===== config.mk =====
export PLATFORM = sky130hd
export DESIGN_NAME = serial_link
export DESIGN_NICKNAME = d
export VERILOG_FILES = /design/src/logic/serial_link_pkg.sv /design/src/logic/serial_link_beat_if.sv /design/src/logic/serial_link_data_link.sv /design/src/logic/serial_link_physical.sv /design/src/logic/serial_link.sv
export SDC_FILE = /design/constraint.sdc
export NUM_CORES = 1
export LEC_CHECK = 0
export BUFFER_PORTS_ARGS = -buffer_cell sky130_fd_sc_hd__buf_2
export CAP_MARGIN = 20
export CORE_MARGIN = 2
export CORE_UTILIZATION = 55
export DETAILED_ROUTE_END_ITERATION = 6
export PLACE_DENSITY = 0.79
export SETUP_SLACK_MARGIN = 0.2
export SLEW_MARGIN = 30
export SYNTH_ARGS = -nofsm -noshare
export SYNTH_HDL_FRONTEND = slang
export SYNTH_SLANG_ARGS = --single-unit
export TNS_END_PERCENT = 10

===== constraint.sdc =====
create_clock -name clk_i -period 2.5 [get_ports clk_i]
set_clock_uncertainty 0.15 [all_clocks]
set_input_delay 0.25 -clock clk_i [delete_from_list [all_inputs] [get_ports clk_i]]
set_output_delay 0.25 -clock clk_i [all_outputs]
set_load 0.02 [all_outputs]

===== src/logic/serial_link_pkg.sv =====
package serial_link_pkg;

  //////////////////////////////////////////////////
  // Flit format
  //////////////////////////////////////////////////

  // Data word carried by one flit
  parameter int FlitWidth = 32;

  // Header bit on top of the data word
  parameter int PayloadWidth = FlitWidth + 1;

  typedef logic [FlitWidth-1:0] flit_data_t;

  // Unit that gets split into beats
  typedef logic [PayloadWidth-1:0] payload_t;

  //////////////////////////////////////////////////
  // Default link settings
  //////////////////////////////////////////////////

  // Data lanes per direction
  parameter int DefaultNumLanes = 4;

  // clk_i cycles per forwarded clock period, multiple of 4
  parameter int DefaultClkDiv = 8;

endpackage


===== src/logic/serial_link_beat_if.sv =====
`timescale 1ns/100ps

interface serial_link_beat_if #(
  parameter int BeatWidth = 2 * serial_link_pkg::DefaultNumLanes
);

  typedef logic [BeatWidth-1:0] beat_t;

  // Transmit beat handshake
  beat_t tx_beat;
  logic  tx_valid;
  logic  tx_ready;

  // Received beat strobe
  beat_t rx_beat;
  logic  rx_valid;

  modport link (
    output tx_beat,
    output tx_valid,
    input  tx_ready,
    input  rx_beat,
    input  rx_valid
  );

  modport phy (
    input  tx_beat,
    input  tx_valid,
    output tx_ready,
    output rx_beat,
    output rx_valid
  );

endinterface


===== src/logic/serial_link_data_link.sv =====
`timescale 1ns/100ps

module serial_link_data_link #(
  parameter int NumLanes = serial_link_pkg::DefaultNumLanes
) (
  input  logic                        clk_i,
  input  logic                        rst_i,
  input  logic                        flit_valid_i,
  output logic                        flit_ready_o,
  input  logic                        flit_hdr_i,
  input  serial_link_pkg::flit_data_t flit_data_i,
  output logic                        flit_valid_o,
  output logic                        flit_hdr_o,
  output serial_link_pkg::flit_data_t flit_data_o,
  serial_link_beat_if.link            beat
);

  localparam int BeatWidth   = 2 * NumLanes;
  localparam int NumSplits   = (serial_link_pkg::PayloadWidth + BeatWidth - 1) / BeatWidth;
  localparam int PaddedWidth = NumSplits * BeatWidth;
  localparam int CntWidth    = $clog2(NumSplits + 1);

  typedef logic [PaddedWidth-1:0] padded_t;
  typedef logic [CntWidth-1:0]    split_cnt_t;

  typedef enum logic {
    LinkTxIdle,
    LinkTxSending
  } link_tx_state_e;

  //////////////////////////////////////////////////
  // Transmit split
  //////////////////////////////////////////////////

  link_tx_state_e            tx_state_q;
  split_cnt_t                tx_cnt_q;
  padded_t                   tx_shift_q;
  serial_link_pkg::payload_t tx_payload;
  logic                      flit_accept;
  logic                      beat_accept;

  assign tx_payload   = {flit_hdr_i, flit_data_i};
  assign flit_ready_o = (tx_state_q == LinkTxIdle);
  assign flit_accept  = flit_valid_i & flit_ready_o;
  assign beat_accept  = beat.tx_valid & beat.tx_ready;

  // Lowest bits leave first
  assign beat.tx_valid = (tx_state_q == LinkTxSending);
  assign beat.tx_beat  = tx_shift_q[BeatWidth-1:0];

  always_ff @(posedge clk_i) begin
    if (rst_i) begin
      tx_state_q <= LinkTxIdle;
      tx_cnt_q   <= '0;
    end else begin
      case (tx_state_q)
        LinkTxIdle: begin
          if (flit_accept) begin
            tx_state_q <= LinkTxSending;
            tx_cnt_q   <= '0;
          end
        end
        LinkTxSending: begin
          if (beat_accept) begin
            // Last split handed to the phy
            if (tx_cnt_q == split_cnt_t'(NumSplits - 1)) begin
              tx_state_q <= LinkTxIdle;
              tx_cnt_q   <= '0;
            end else begin
              tx_cnt_q <= tx_cnt_q + 1'b1;
            end
          end
        end
        default: begin
          tx_state_q <= LinkTxIdle;
        end
      endcase
    end
  end

  // Zero padded payload, shifted down one beat per handshake
  always_ff @(posedge clk_i) begin
    if (flit_accept) begin
      tx_shift_q <= padded_t'(tx_payload);
    end else if (beat_accept) begin
      tx_shift_q <= tx_shift_q >> BeatWidth;
    end
  end

  //////////////////////////////////////////////////
  // Receive reassembly
  //////////////////////////////////////////////////

  padded_t                   rx_shift_q;
  split_cnt_t                rx_cnt_q;
  logic                      flit_valid_q;
  serial_link_pkg::payload_t rx_payload;

  always_ff @(posedge clk_i) begin
    if (rst_i) begin
      rx_cnt_q     <= '0;
      flit_valid_q <= 1'b0;
    end else begin
      flit_valid_q <= 1'b0;
      if (beat.rx_valid) begin
        if (rx_cnt_q == split_cnt_t'(NumSplits - 1)) begin
          rx_cnt_q     <= '0;
          flit_valid_q <= 1'b1;
        end else begin
          rx_cnt_q <= rx_cnt_q + 1'b1;
        end
      end
    end
  end

  // New beats enter at the top, so the first one ends at the bottom
  always_ff @(posedge clk_i) begin
    if (beat.rx_valid) begin
      rx_shift_q <= padded_t'({beat.rx_beat, rx_shift_q} >> BeatWidth);
    end
  end

  assign rx_payload   = rx_shift_q[serial_link_pkg::PayloadWidth-1:0];
  assign flit_valid_o = flit_valid_q;
  assign flit_hdr_o   = rx_payload[serial_link_pkg::PayloadWidth-1];
  assign flit_data_o  = rx_payload[serial_link_pkg::FlitWidth-1:0];

  //////////////////////////////////////////////////
  // Assertions
  //////////////////////////////////////////////////

  tx_cnt_bound_a: assert property (@(posedge clk_i) disable iff (rst_i)
    (tx_state_q == LinkTxSending) |-> (tx_cnt_q < split_cnt_t'(NumSplits)))
    else $error("transmit beat count beyond split count");

  // Phy beat spacing keeps the output register free during the strobe
  rx_gap_a: assert property (@(posedge clk_i) disable iff (rst_i)
    flit_valid_q |-> !beat.rx_valid)
    else $error("beat received during flit output strobe");

endmodule


===== src/logic/serial_link_physical.sv =====
`timescale 1ns/100ps

module serial_link_physical #(
  parameter int NumLanes = serial_link_pkg::DefaultNumLanes,
  parameter int ClkDiv   = serial_link_pkg::DefaultClkDiv
) (
  input  logic                clk_i,
  input  logic                rst_i,
  serial_link_beat_if.phy     beat,
  input  logic                ddr_rcv_clk_i,
  output logic                ddr_rcv_clk_o,
  input  logic [NumLanes-1:0] ddr_i,
  output logic [NumLanes-1:0] ddr_o
);

  localparam int HalfPeriod    = ClkDiv / 2;
  localparam int QuarterPeriod = ClkDiv / 4;
  localparam int CntWidth      = (HalfPeriod > 1) ? $clog2(HalfPeriod) : 1;

  typedef logic [NumLanes-1:0]   lanes_t;
  typedef logic [2*NumLanes-1:0] beat_t;
  typedef logic [CntWidth-1:0]   half_cnt_t;

  typedef enum logic [1:0] {
    PhyTxIdle,
    PhyTxLow,
    PhyTxHigh
  } phy_tx_state_e;

  //////////////////////////////////////////////////
  // DDR transmit
  //////////////////////////////////////////////////

  phy_tx_state_e tx_state_q;
  half_cnt_t     half_cnt_q;
  beat_t         tx_beat_q;
  lanes_t        ddr_d;
  lanes_t        ddr_q;
  logic          clk_d;
  logic          clk_q;
  logic          beat_accept;

  assign beat.tx_ready = (tx_state_q == PhyTxIdle);
  assign beat_accept   = beat.tx_valid & beat.tx_ready;

  // Next lane and clock levels
  // The clock edge sits a quarter period after each data change
  always_comb begin
    ddr_d = '0;
    clk_d = 1'b0;
    case (tx_state_q)
      PhyTxIdle: begin
        if (beat_accept) begin
          ddr_d = beat.tx_beat[NumLanes-1:0];
        end
      end
      PhyTxLow: begin
        ddr_d = tx_beat_q[NumLanes-1:0];
        clk_d = (half_cnt_q >= half_cnt_t'(QuarterPeriod));
      end
      PhyTxHigh: begin
        ddr_d = tx_beat_q[2*NumLanes-1:NumLanes];
        clk_d = (half_cnt_q < half_cnt_t'(QuarterPeriod));
      end
      default: begin
        ddr_d = '0;
      end
    endcase
  end

  // Acceptance cycle counts as position 0 of the low half
  always_ff @(posedge clk_i) begin
    if (rst_i) begin
      tx_state_q <= PhyTxIdle;
      half_cnt_q <= '0;
      ddr_q      <= '0;
      clk_q      <= 1'b0;
    end else begin
      ddr_q <= ddr_d;
      clk_q <= clk_d;
      case (tx_state_q)
        PhyTxIdle: begin
          if (beat_accept) begin
            tx_state_q <= PhyTxLow;
            half_cnt_q <= half_cnt_t'(1);
          end
        end
        PhyTxLow: begin
          if (half_cnt_q == half_cnt_t'(HalfPeriod - 1)) begin
            tx_state_q <= PhyTxHigh;
            half_cnt_q <= '0;
          end else begin
            half_cnt_q <= half_cnt_q + 1'b1;
          end
        end
        PhyTxHigh: begin
          if (half_cnt_q == half_cnt_t'(HalfPeriod - 1)) begin
            tx_state_q <= PhyTxIdle;
            half_cnt_q <= '0;
          end else begin
            half_cnt_q <= half_cnt_q + 1'b1;
          end
        end
        default: begin
          tx_state_q <= PhyTxIdle;
        end
      endcase
    end
  end

  always_ff @(posedge clk_i) begin
    if (beat_accept) begin
      tx_beat_q <= beat.tx_beat;
    end
  end

  assign ddr_o         = ddr_q;
  assign ddr_rcv_clk_o = clk_q;

  //////////////////////////////////////////////////
  // DDR receive
  //////////////////////////////////////////////////

  logic   rcv_clk_q;
  logic   rcv_clk_prev_q;
  logic   rcv_rise;
  logic   rcv_fall;
  logic   rx_valid_q;
  lanes_t ddr_in_q;
  lanes_t rx_low_q;
  beat_t  rx_beat_q;

  assign rcv_rise = rcv_clk_q & ~rcv_clk_prev_q;
  assign rcv_fall = ~rcv_clk_q & rcv_clk_prev_q;

  always_ff @(posedge clk_i) begin
    if (rst_i) begin
      rcv_clk_q      <= 1'b0;
      rcv_clk_prev_q <= 1'b0;
      rx_valid_q     <= 1'b0;
    end else begin
      rcv_clk_q      <= ddr_rcv_clk_i;
      rcv_clk_prev_q <= rcv_clk_q;
      rx_valid_q     <= rcv_fall;
    end
  end

  // Low half on the rising edge, high half on the falling edge
  always_ff @(posedge clk_i) begin
    ddr_in_q <= ddr_i;
    if (rcv_rise) begin
      rx_low_q <= ddr_in_q;
    end
    if (rcv_fall) begin
      rx_beat_q <= {ddr_in_q, rx_low_q};
    end
  end

  assign beat.rx_beat  = rx_beat_q;
  assign beat.rx_valid = rx_valid_q;

  //////////////////////////////////////////////////
  // Assertions
  //////////////////////////////////////////////////

  tx_accept_idle_a: assert property (@(posedge clk_i) disable iff (rst_i)
    beat_accept |-> (tx_state_q == PhyTxIdle) ##1 (!beat.tx_ready) [* ClkDiv - 1]
      ##1 beat.tx_ready)
    else $error("beat taken outside idle or wrong beat length");

  tx_idle_clk_low_a: assert property (@(posedge clk_i) disable iff (rst_i)
    (tx_state_q == PhyTxIdle) |-> !ddr_rcv_clk_o)
    else $error("forwarded clock high while idle");

endmodule


===== src/logic/serial_link.sv =====
`timescale 1ns/100ps

module serial_link #(
  parameter int NumLanes = serial_link_pkg::DefaultNumLanes,
  parameter int ClkDiv   = serial_link_pkg::DefaultClkDiv
) (
  input  logic                        clk_i,
  input  logic                        rst_i,
  // Flit input
  input  logic                        flit_valid_i,
  output logic                        flit_ready_o,
  input  logic                        flit_hdr_i,
  input  serial_link_pkg::flit_data_t flit_data_i,
  // Flit output strobe
  output logic                        flit_valid_o,
  output logic                        flit_hdr_o,
  output serial_link_pkg::flit_data_t flit_data_o,
  // Off-chip lines
  input  logic                        ddr_rcv_clk_i,
  output logic                        ddr_rcv_clk_o,
  input  logic [NumLanes-1:0]         ddr_i,
  output logic [NumLanes-1:0]         ddr_o
);

  // Beats between link and phy
  serial_link_beat_if #(.BeatWidth(2 * NumLanes)) beat0 ();

  serial_link_data_link #(
    .NumLanes     ( NumLanes     )
  ) data_link0 (
    .clk_i        ( clk_i        ),
    .rst_i        ( rst_i        ),
    .flit_valid_i ( flit_valid_i ),
    .flit_ready_o ( flit_ready_o ),
    .flit_hdr_i   ( flit_hdr_i   ),
    .flit_data_i  ( flit_data_i  ),
    .flit_valid_o ( flit_valid_o ),
    .flit_hdr_o   ( flit_hdr_o   ),
    .flit_data_o  ( flit_data_o  ),
    .beat         ( beat0.link   )
  );

  serial_link_physical #(
    .NumLanes      ( NumLanes      ),
    .ClkDiv        ( ClkDiv        )
  ) phy0 (
    .clk_i         ( clk_i         ),
    .rst_i         ( rst_i         ),
    .beat          ( beat0.phy     ),
    .ddr_rcv_clk_i ( ddr_rcv_clk_i ),
    .ddr_rcv_clk_o ( ddr_rcv_clk_o ),
    .ddr_i         ( ddr_i         ),
    .ddr_o         ( ddr_o         )
  );

endmodule


### After elaboration in Yosys (flattened, before gate mapping)

Cells that the tools add are included.

* word-level logic and storage cells: 69
* output and inout port bits: 40
* bits of input ports: 41
* bits in registers: 117

* add/sub/neg operators: 3
* muxes and demuxes: 21
* magnitude comparators: 2
* equality and inequality tests: 10
* bitwise operators: 8
* reduce and logical (&&, ||, !) cells: 8

Operators by type and width (number)
* $mux 33: 2
* $mux 3: 4
* $pmux 4 s3: 1
* $mux 2: 4
* $add 3x1->3 const B: 2
* $eq 3x3->1 const B: 2
* $ne 2x2->1 const B: 3
* $pmux 2 s3: 1
* $pmux 3 s2: 1
* $and 1x1->1: 4
* $eq 2x2->1 const B: 2
* $mux 1: 4
* $mux 4: 1
* $ne 2x1->1 const B: 2
* $not 1->1: 4
* $pmux 1 s2: 2
* $pmux 2 s2: 1
* $reduce_and 2->1: 2
* $reduce_bool 2->1: 2
* $reduce_or 2->1: 2
* $reduce_and 3->1: 1
* $add 2x1->2 const B: 1
* $eq 2x1->1 const B: 1
* $ge 2x2->1 const B: 1
* other kinds (2): 2

### Logic depth before layout (Yosys ltp)

* word-level depth: 4
* depth in mapped cells: 6
* mapped depth without buffers: 6

### Hierarchy

A second synthesis with hierarchy kept.

* cell total of the unflattened synthesis: 331
* area, all modules: 4524.3 sq um

Modules (own cells, without submodules)
* serial_link_data_link: instances 1, area each 3245.6 sq um, sequential area each 2352.3 sq um, cells an instance 247
* serial_link_physical: instances 1, area each 1278.7 sq um, sequential area each 920.9 sq um, cells an instance 84

### Worst setup path after synthesis

OpenSTA, ideal clock, no wires.

* path type: flip-flop to flip-flop
* from: register phy0.tx_state_q[0]
* to: register data_link0.tx_cnt_q[2]
* library setup time: 0.097 ns
* stages on the path, launching flop included: 6
* required time: 2.253 ns
* clock period less this slack: 2.092 ns
* slack: 0.408 ns
* arrival: 1.845 ns
* path buffers: 0
* cell sequence: dfxtp_1 -> inv_1 -> ha_1 -> nand2_1 -> nand2_1 -> a311oi_1

* longest elaborated chain between the ends: 4

RTL lines
* start, declared: RTL line serial_link_physical.sv:34 `phy_tx_state_e tx_state_q;`
* start signal, assigned: RTL line serial_link_physical.sv:74 `tx_state_q <= PhyTxIdle;`
* start signal, assigned: RTL line serial_link_physical.sv:84 `tx_state_q <= PhyTxLow;`
* start signal, assigned: RTL line serial_link_physical.sv:90 `tx_state_q <= PhyTxHigh;`
* $logic_not 2->1: RTL line serial_link_physical.sv:43 `assign beat.tx_ready = (tx_state_q == PhyTxIdle);`
* $and 1x1->1: RTL line serial_link_data_link.sv:45 `assign beat_accept = beat.tx_valid & beat.tx_ready;`
* $ne 2x2->1 (no line)
* $reduce_and 2->1 (no line)
* end signal, assigned: RTL line serial_link_data_link.sv:70 `tx_cnt_q <= tx_cnt_q + 1'b1;`
* end, declared: RTL line serial_link_data_link.sv:36 `split_cnt_t tx_cnt_q;`

Every way passes these cells.
A chain may end at the register's enable or synchronous reset.

### Final worst setup path

* from: register phy0.tx_state_q[0]
* to: register data_link0.tx_state_q (netlist: data_link0.beat.tx_valid)

* longest elaborated chain between the ends: 4

RTL lines
* $logic_not 2->1: RTL line serial_link_physical.sv:43
* $and 1x1->1: RTL line serial_link_data_link.sv:45
* $mux 1: RTL line serial_link_data_link.sv:64 `if (beat_accept) begin`
* $pmux 1 s2: RTL line serial_link_data_link.sv:56 `case (tx_state_q)`
* end signal, assigned: RTL line serial_link_data_link.sv:53 `tx_state_q <= LinkTxIdle;`
* end signal, assigned: RTL line serial_link_data_link.sv:59 `tx_state_q <= LinkTxSending;`
* end signal, assigned: RTL line serial_link_data_link.sv:67 `tx_state_q <= LinkTxIdle;`
* end, declared: RTL line serial_link_data_link.sv:35 `link_tx_state_e tx_state_q;`

Every way passes these cells.

==> results.sh <==
export IMPL_cts_tree="done"
export IMPL_grt_overflow=0
export IMPL_crit_path_cell_trace="inv_1 > ha_1 > nand2_1 > o22ai_1 > nor2_1 > dlygate4sd3_1"
export IMPL_leakage_nw=2.34
export IMPL_critPathArrivalTime_ns=2.30
export IMPL_p_comb_share_pct=10.1
export IMPL_dp_hpwl_microns=4260
export IMPL_synthArstFlopShare_pct=0
export IMPL_vias=2619
export IMPL_synth_area_leaders="edfxtp_1 63%, dfxtp_1 11%, nand2_1 6.8%, buf_4 5.4%, ha_1 3.4%"
export IMPL_drv_cap=0
export IMPL_pin_count=81
export IMPL_track_usage_pct=18.1
export IMPL_power_density_nw_per_um2=912
export IMPL_antenna_left=0
export IMPL_p_sw_mw=1.23
export IMPL_clkPwrFrac_pct=43.5
export IMPL_setup_tns_ns=0
export IMPL_avgViaCountPerCell=4.84
export IMPL_syn_avg_cell_area_sq_um=13.8
export IMPL_final_cells=541
export IMPL_status="completed"
export IMPL_drt_iter0_drc=261
export IMPL_dp_cells=467
export IMPL_fin_util_pct=73.6
export IMPL_synth_edf_count=93
export IMPL_end_kind="flip-flop"
export IMPL_grt_max_degree=35
export IMPL_yosysTopAreaCell="edfxtp_1"
export IMPL_worst_path_max_fanout=6
export IMPL_seqPwrFrac_pct=46.4
export IMPL_n_antenna_cell=0
export IMPL_ys_flop_type="edfxtp_1"
export IMPL_yosysUniqueCellTypes=29
export IMPL_synth_area_sq_um=4430
export IMPL_grt_pass1_vias=2628
export IMPL_min_period_over_period_pct=79.9
export IMPL_drt_first_pass_iters=4
export IMPL_htree_levels=4
export IMPL_ir_drop_uv=626
export IMPL_final_net_count=479
export IMPL_layout_drive_gt1_share_pct=26.9
export IMPL_required_ns=2.80
export IMPL_p_total_mw=5.21
export IMPL_cts_buffer_depth=2
export IMPL_fin_ws_ns=0.502
export IMPL_io_buffers=80
export IMPL_cts_made_buffers=17
export IMPL_clk_pin_slew_ns=0.06
export IMPL_crit_type="reg -> reg"
export IMPL_die_x_microns=93.8
export IMPL_synth_most_common_cell="edfxtp_1"
export IMPL_maxSlewViolCount=0
export IMPL_globalplace_congestion=0.797
export IMPL_syn_to_final_growth_pct=28.9
export IMPL_wl_per_cell_microns=13.5
export IMPL_drc_errors=0
export IMPL_clk_latency_ns=0.51
export IMPL_synth_seq_area_share_pct=73.9
export IMPL_dpl_worst_slack_ns=0.668
export IMPL_cp_slowest_cell="dlygate4sd3_1"
export IMPL_netlist_top_cells_count="93 x edfxtp_1, 80 x nand2_1, 32 x buf_4"
export IMPL_antenna_found_initial=0
export IMPL_hold_viol=0
export IMPL_synth_nets=375
export IMPL_yosys_area_top_type_share_pct=63.0
export IMPL_fp_row_count=32
export IMPL_hold_class="in -> reg"
export IMPL_die_y_microns=93.8
export IMPL_max_freq_mhz=501
export IMPL_routed_wl_microns=7320
export IMPL_dieArea_sq_um=8790
export IMPL_ys_warn_count=0
export IMPL_p_int_mw=3.98
export IMPL_setup_viol=0
export IMPL_grt_pass1_wl_microns=11800
export IMPL_postSynthCellCount=322
export IMPL_max_stage_delay_ns=0.56
export IMPL_start_kind="flip-flop"
export IMPL_cts_root_buf="clkbuf_8"
export IMPL_relSlewSlack_pct=53.4
export IMPL_max_slew_worst_pin_slew_ns=0.697
export IMPL_swShare_pct=23.5
export IMPL_grt_setup_unrepaired="no"
export IMPL_cts_sinks=117
export IMPL_core_sq_um=7770
export IMPL_start_util_pct=57.0
export IMPL_yosys_register_bits=117
export IMPL_min_period_ns=2.00
cell type report:
cell class,count,area (sq um)
timing repair buffer,126,851
clock buffer,17,414
tap,102,128
inverter,10,37.5
clock inverter,15,156
fill,483,2050
multi-input combinational,154,852
sequential,117,3270
power by group through the flow:
stage	Clock, mW	Combinational, mW	Sequential, mW
5_1_grt	2.39	0.589	2.44
2_1_floorplan	0	0.311	2.46
3_5_place_dp	0	0.461	2.46
6_report	2.26	0.526	2.42
3_3_place_gp	0	0.438	2.44
4_1_cts	2.30	0.516	2.42
state kept, by name (all words and copies together), names as in the netlist:
name / cells
data_link0.beat.tx_valid: 1
data_link0.flit_valid_o: 1
data_link0.rx_cnt_q: 3
data_link0.rx_shift_q: 40
data_link0.tx_cnt_q: 3
data_link0.tx_shift_q: 33
phy0.beat.rx_beat: 8
phy0.beat.rx_valid: 1
phy0.ddr_in_q: 4
phy0.ddr_o: 4
phy0.ddr_rcv_clk_o: 1
phy0.half_cnt_q: 2
phy0.rcv_clk_prev_q: 1
phy0.rcv_clk_q: 1
phy0.rx_low_q: 4
phy0.tx_beat_q: 8
phy0.tx_state_q: 2
repair_timing:
action / 4_1_cts / 5_1_grt
hold endpoints to repair: 41 / 0
gates resized for setup: 0 / 0
hold buffers: 42 / 0
setup buffers: 0 / 0
path summary, 6_finish.rpt:
check / startpoint / end / slack, ns / depth (start not counted)
max: phy0.tx_state_q[0] / data_link0.beat.tx_valid / 0.50 / 6
min: ddr_i[2] / phy0.ddr_in_q[2] / 0.22 / 2
max reg2reg: phy0.tx_state_q[0] / data_link0.beat.tx_valid / 0.50 / 6
min reg2reg: phy0.beat.rx_beat[4] / data_link0.rx_shift_q[36] / 0.27 / 0
per-layer routing:
layer  track usage (%)  part of all wire, %
met5                 0                    0
met2              30.5                   52
met4              9.78                  2.2
met1              20.5                   41
met3              5.62                  4.9
critical path: cells and delay by family, from the launching register on:
family                   cells  cell delay (ns)
buffers and inverters        2             0.68
flip-flops                   1             0.43
AO/OA/AOI/OAI                1             0.12
adder cells (fa/ha/maj)      1             0.24
AND/OR/NAND/NOR              2             0.32
per-stage QoR:
stage | hold slack, ns | instance area (sq um)
finish | 0.223 | 5710
CTS | 0.203 | 5710
floorplan | 0.128 | 4430
detailed placement | 0.204 | 4720
global placement | 0.203 | 4720
global route | 0.215 | 5710
cell usage in the layout (no fill, tap or decap), drive strengths merged, types with 3 or more instances in the layout:
| master | n |
|---|---|
| edfxtp | 93 |
| buf | 84 |
| nand2 | 80 |
| dlygate4sd3 | 42 |
| dfxtp | 24 |
| clkbuf | 17 |
| ha | 12 |
| inv | 12 |
| and2 | 8 |
| clkinv | 8 |
| nor2b | 7 |
| nand2b | 6 |
| a21oi | 6 |
| nor3 | 6 |
| o21ai | 5 |
| nand3 | 5 |
| a222oi | 4 |
| nor2 | 3 |
| mux2i | 3 |
| clkinvlp | 3 |
cells by family (layout without fill, tap and decap cells):
logic type,after synthesis,count (layout),synth area share [%]
mux,3,3,0.678
buf+inv,51,168,7.06
simple gates,120,120,12.1
compound gates,19,19,2.85
flops,117,117,73.9
fa+ha+maj,12,12,3.39
Note: power is estimated with default switching activity, not from simulation.
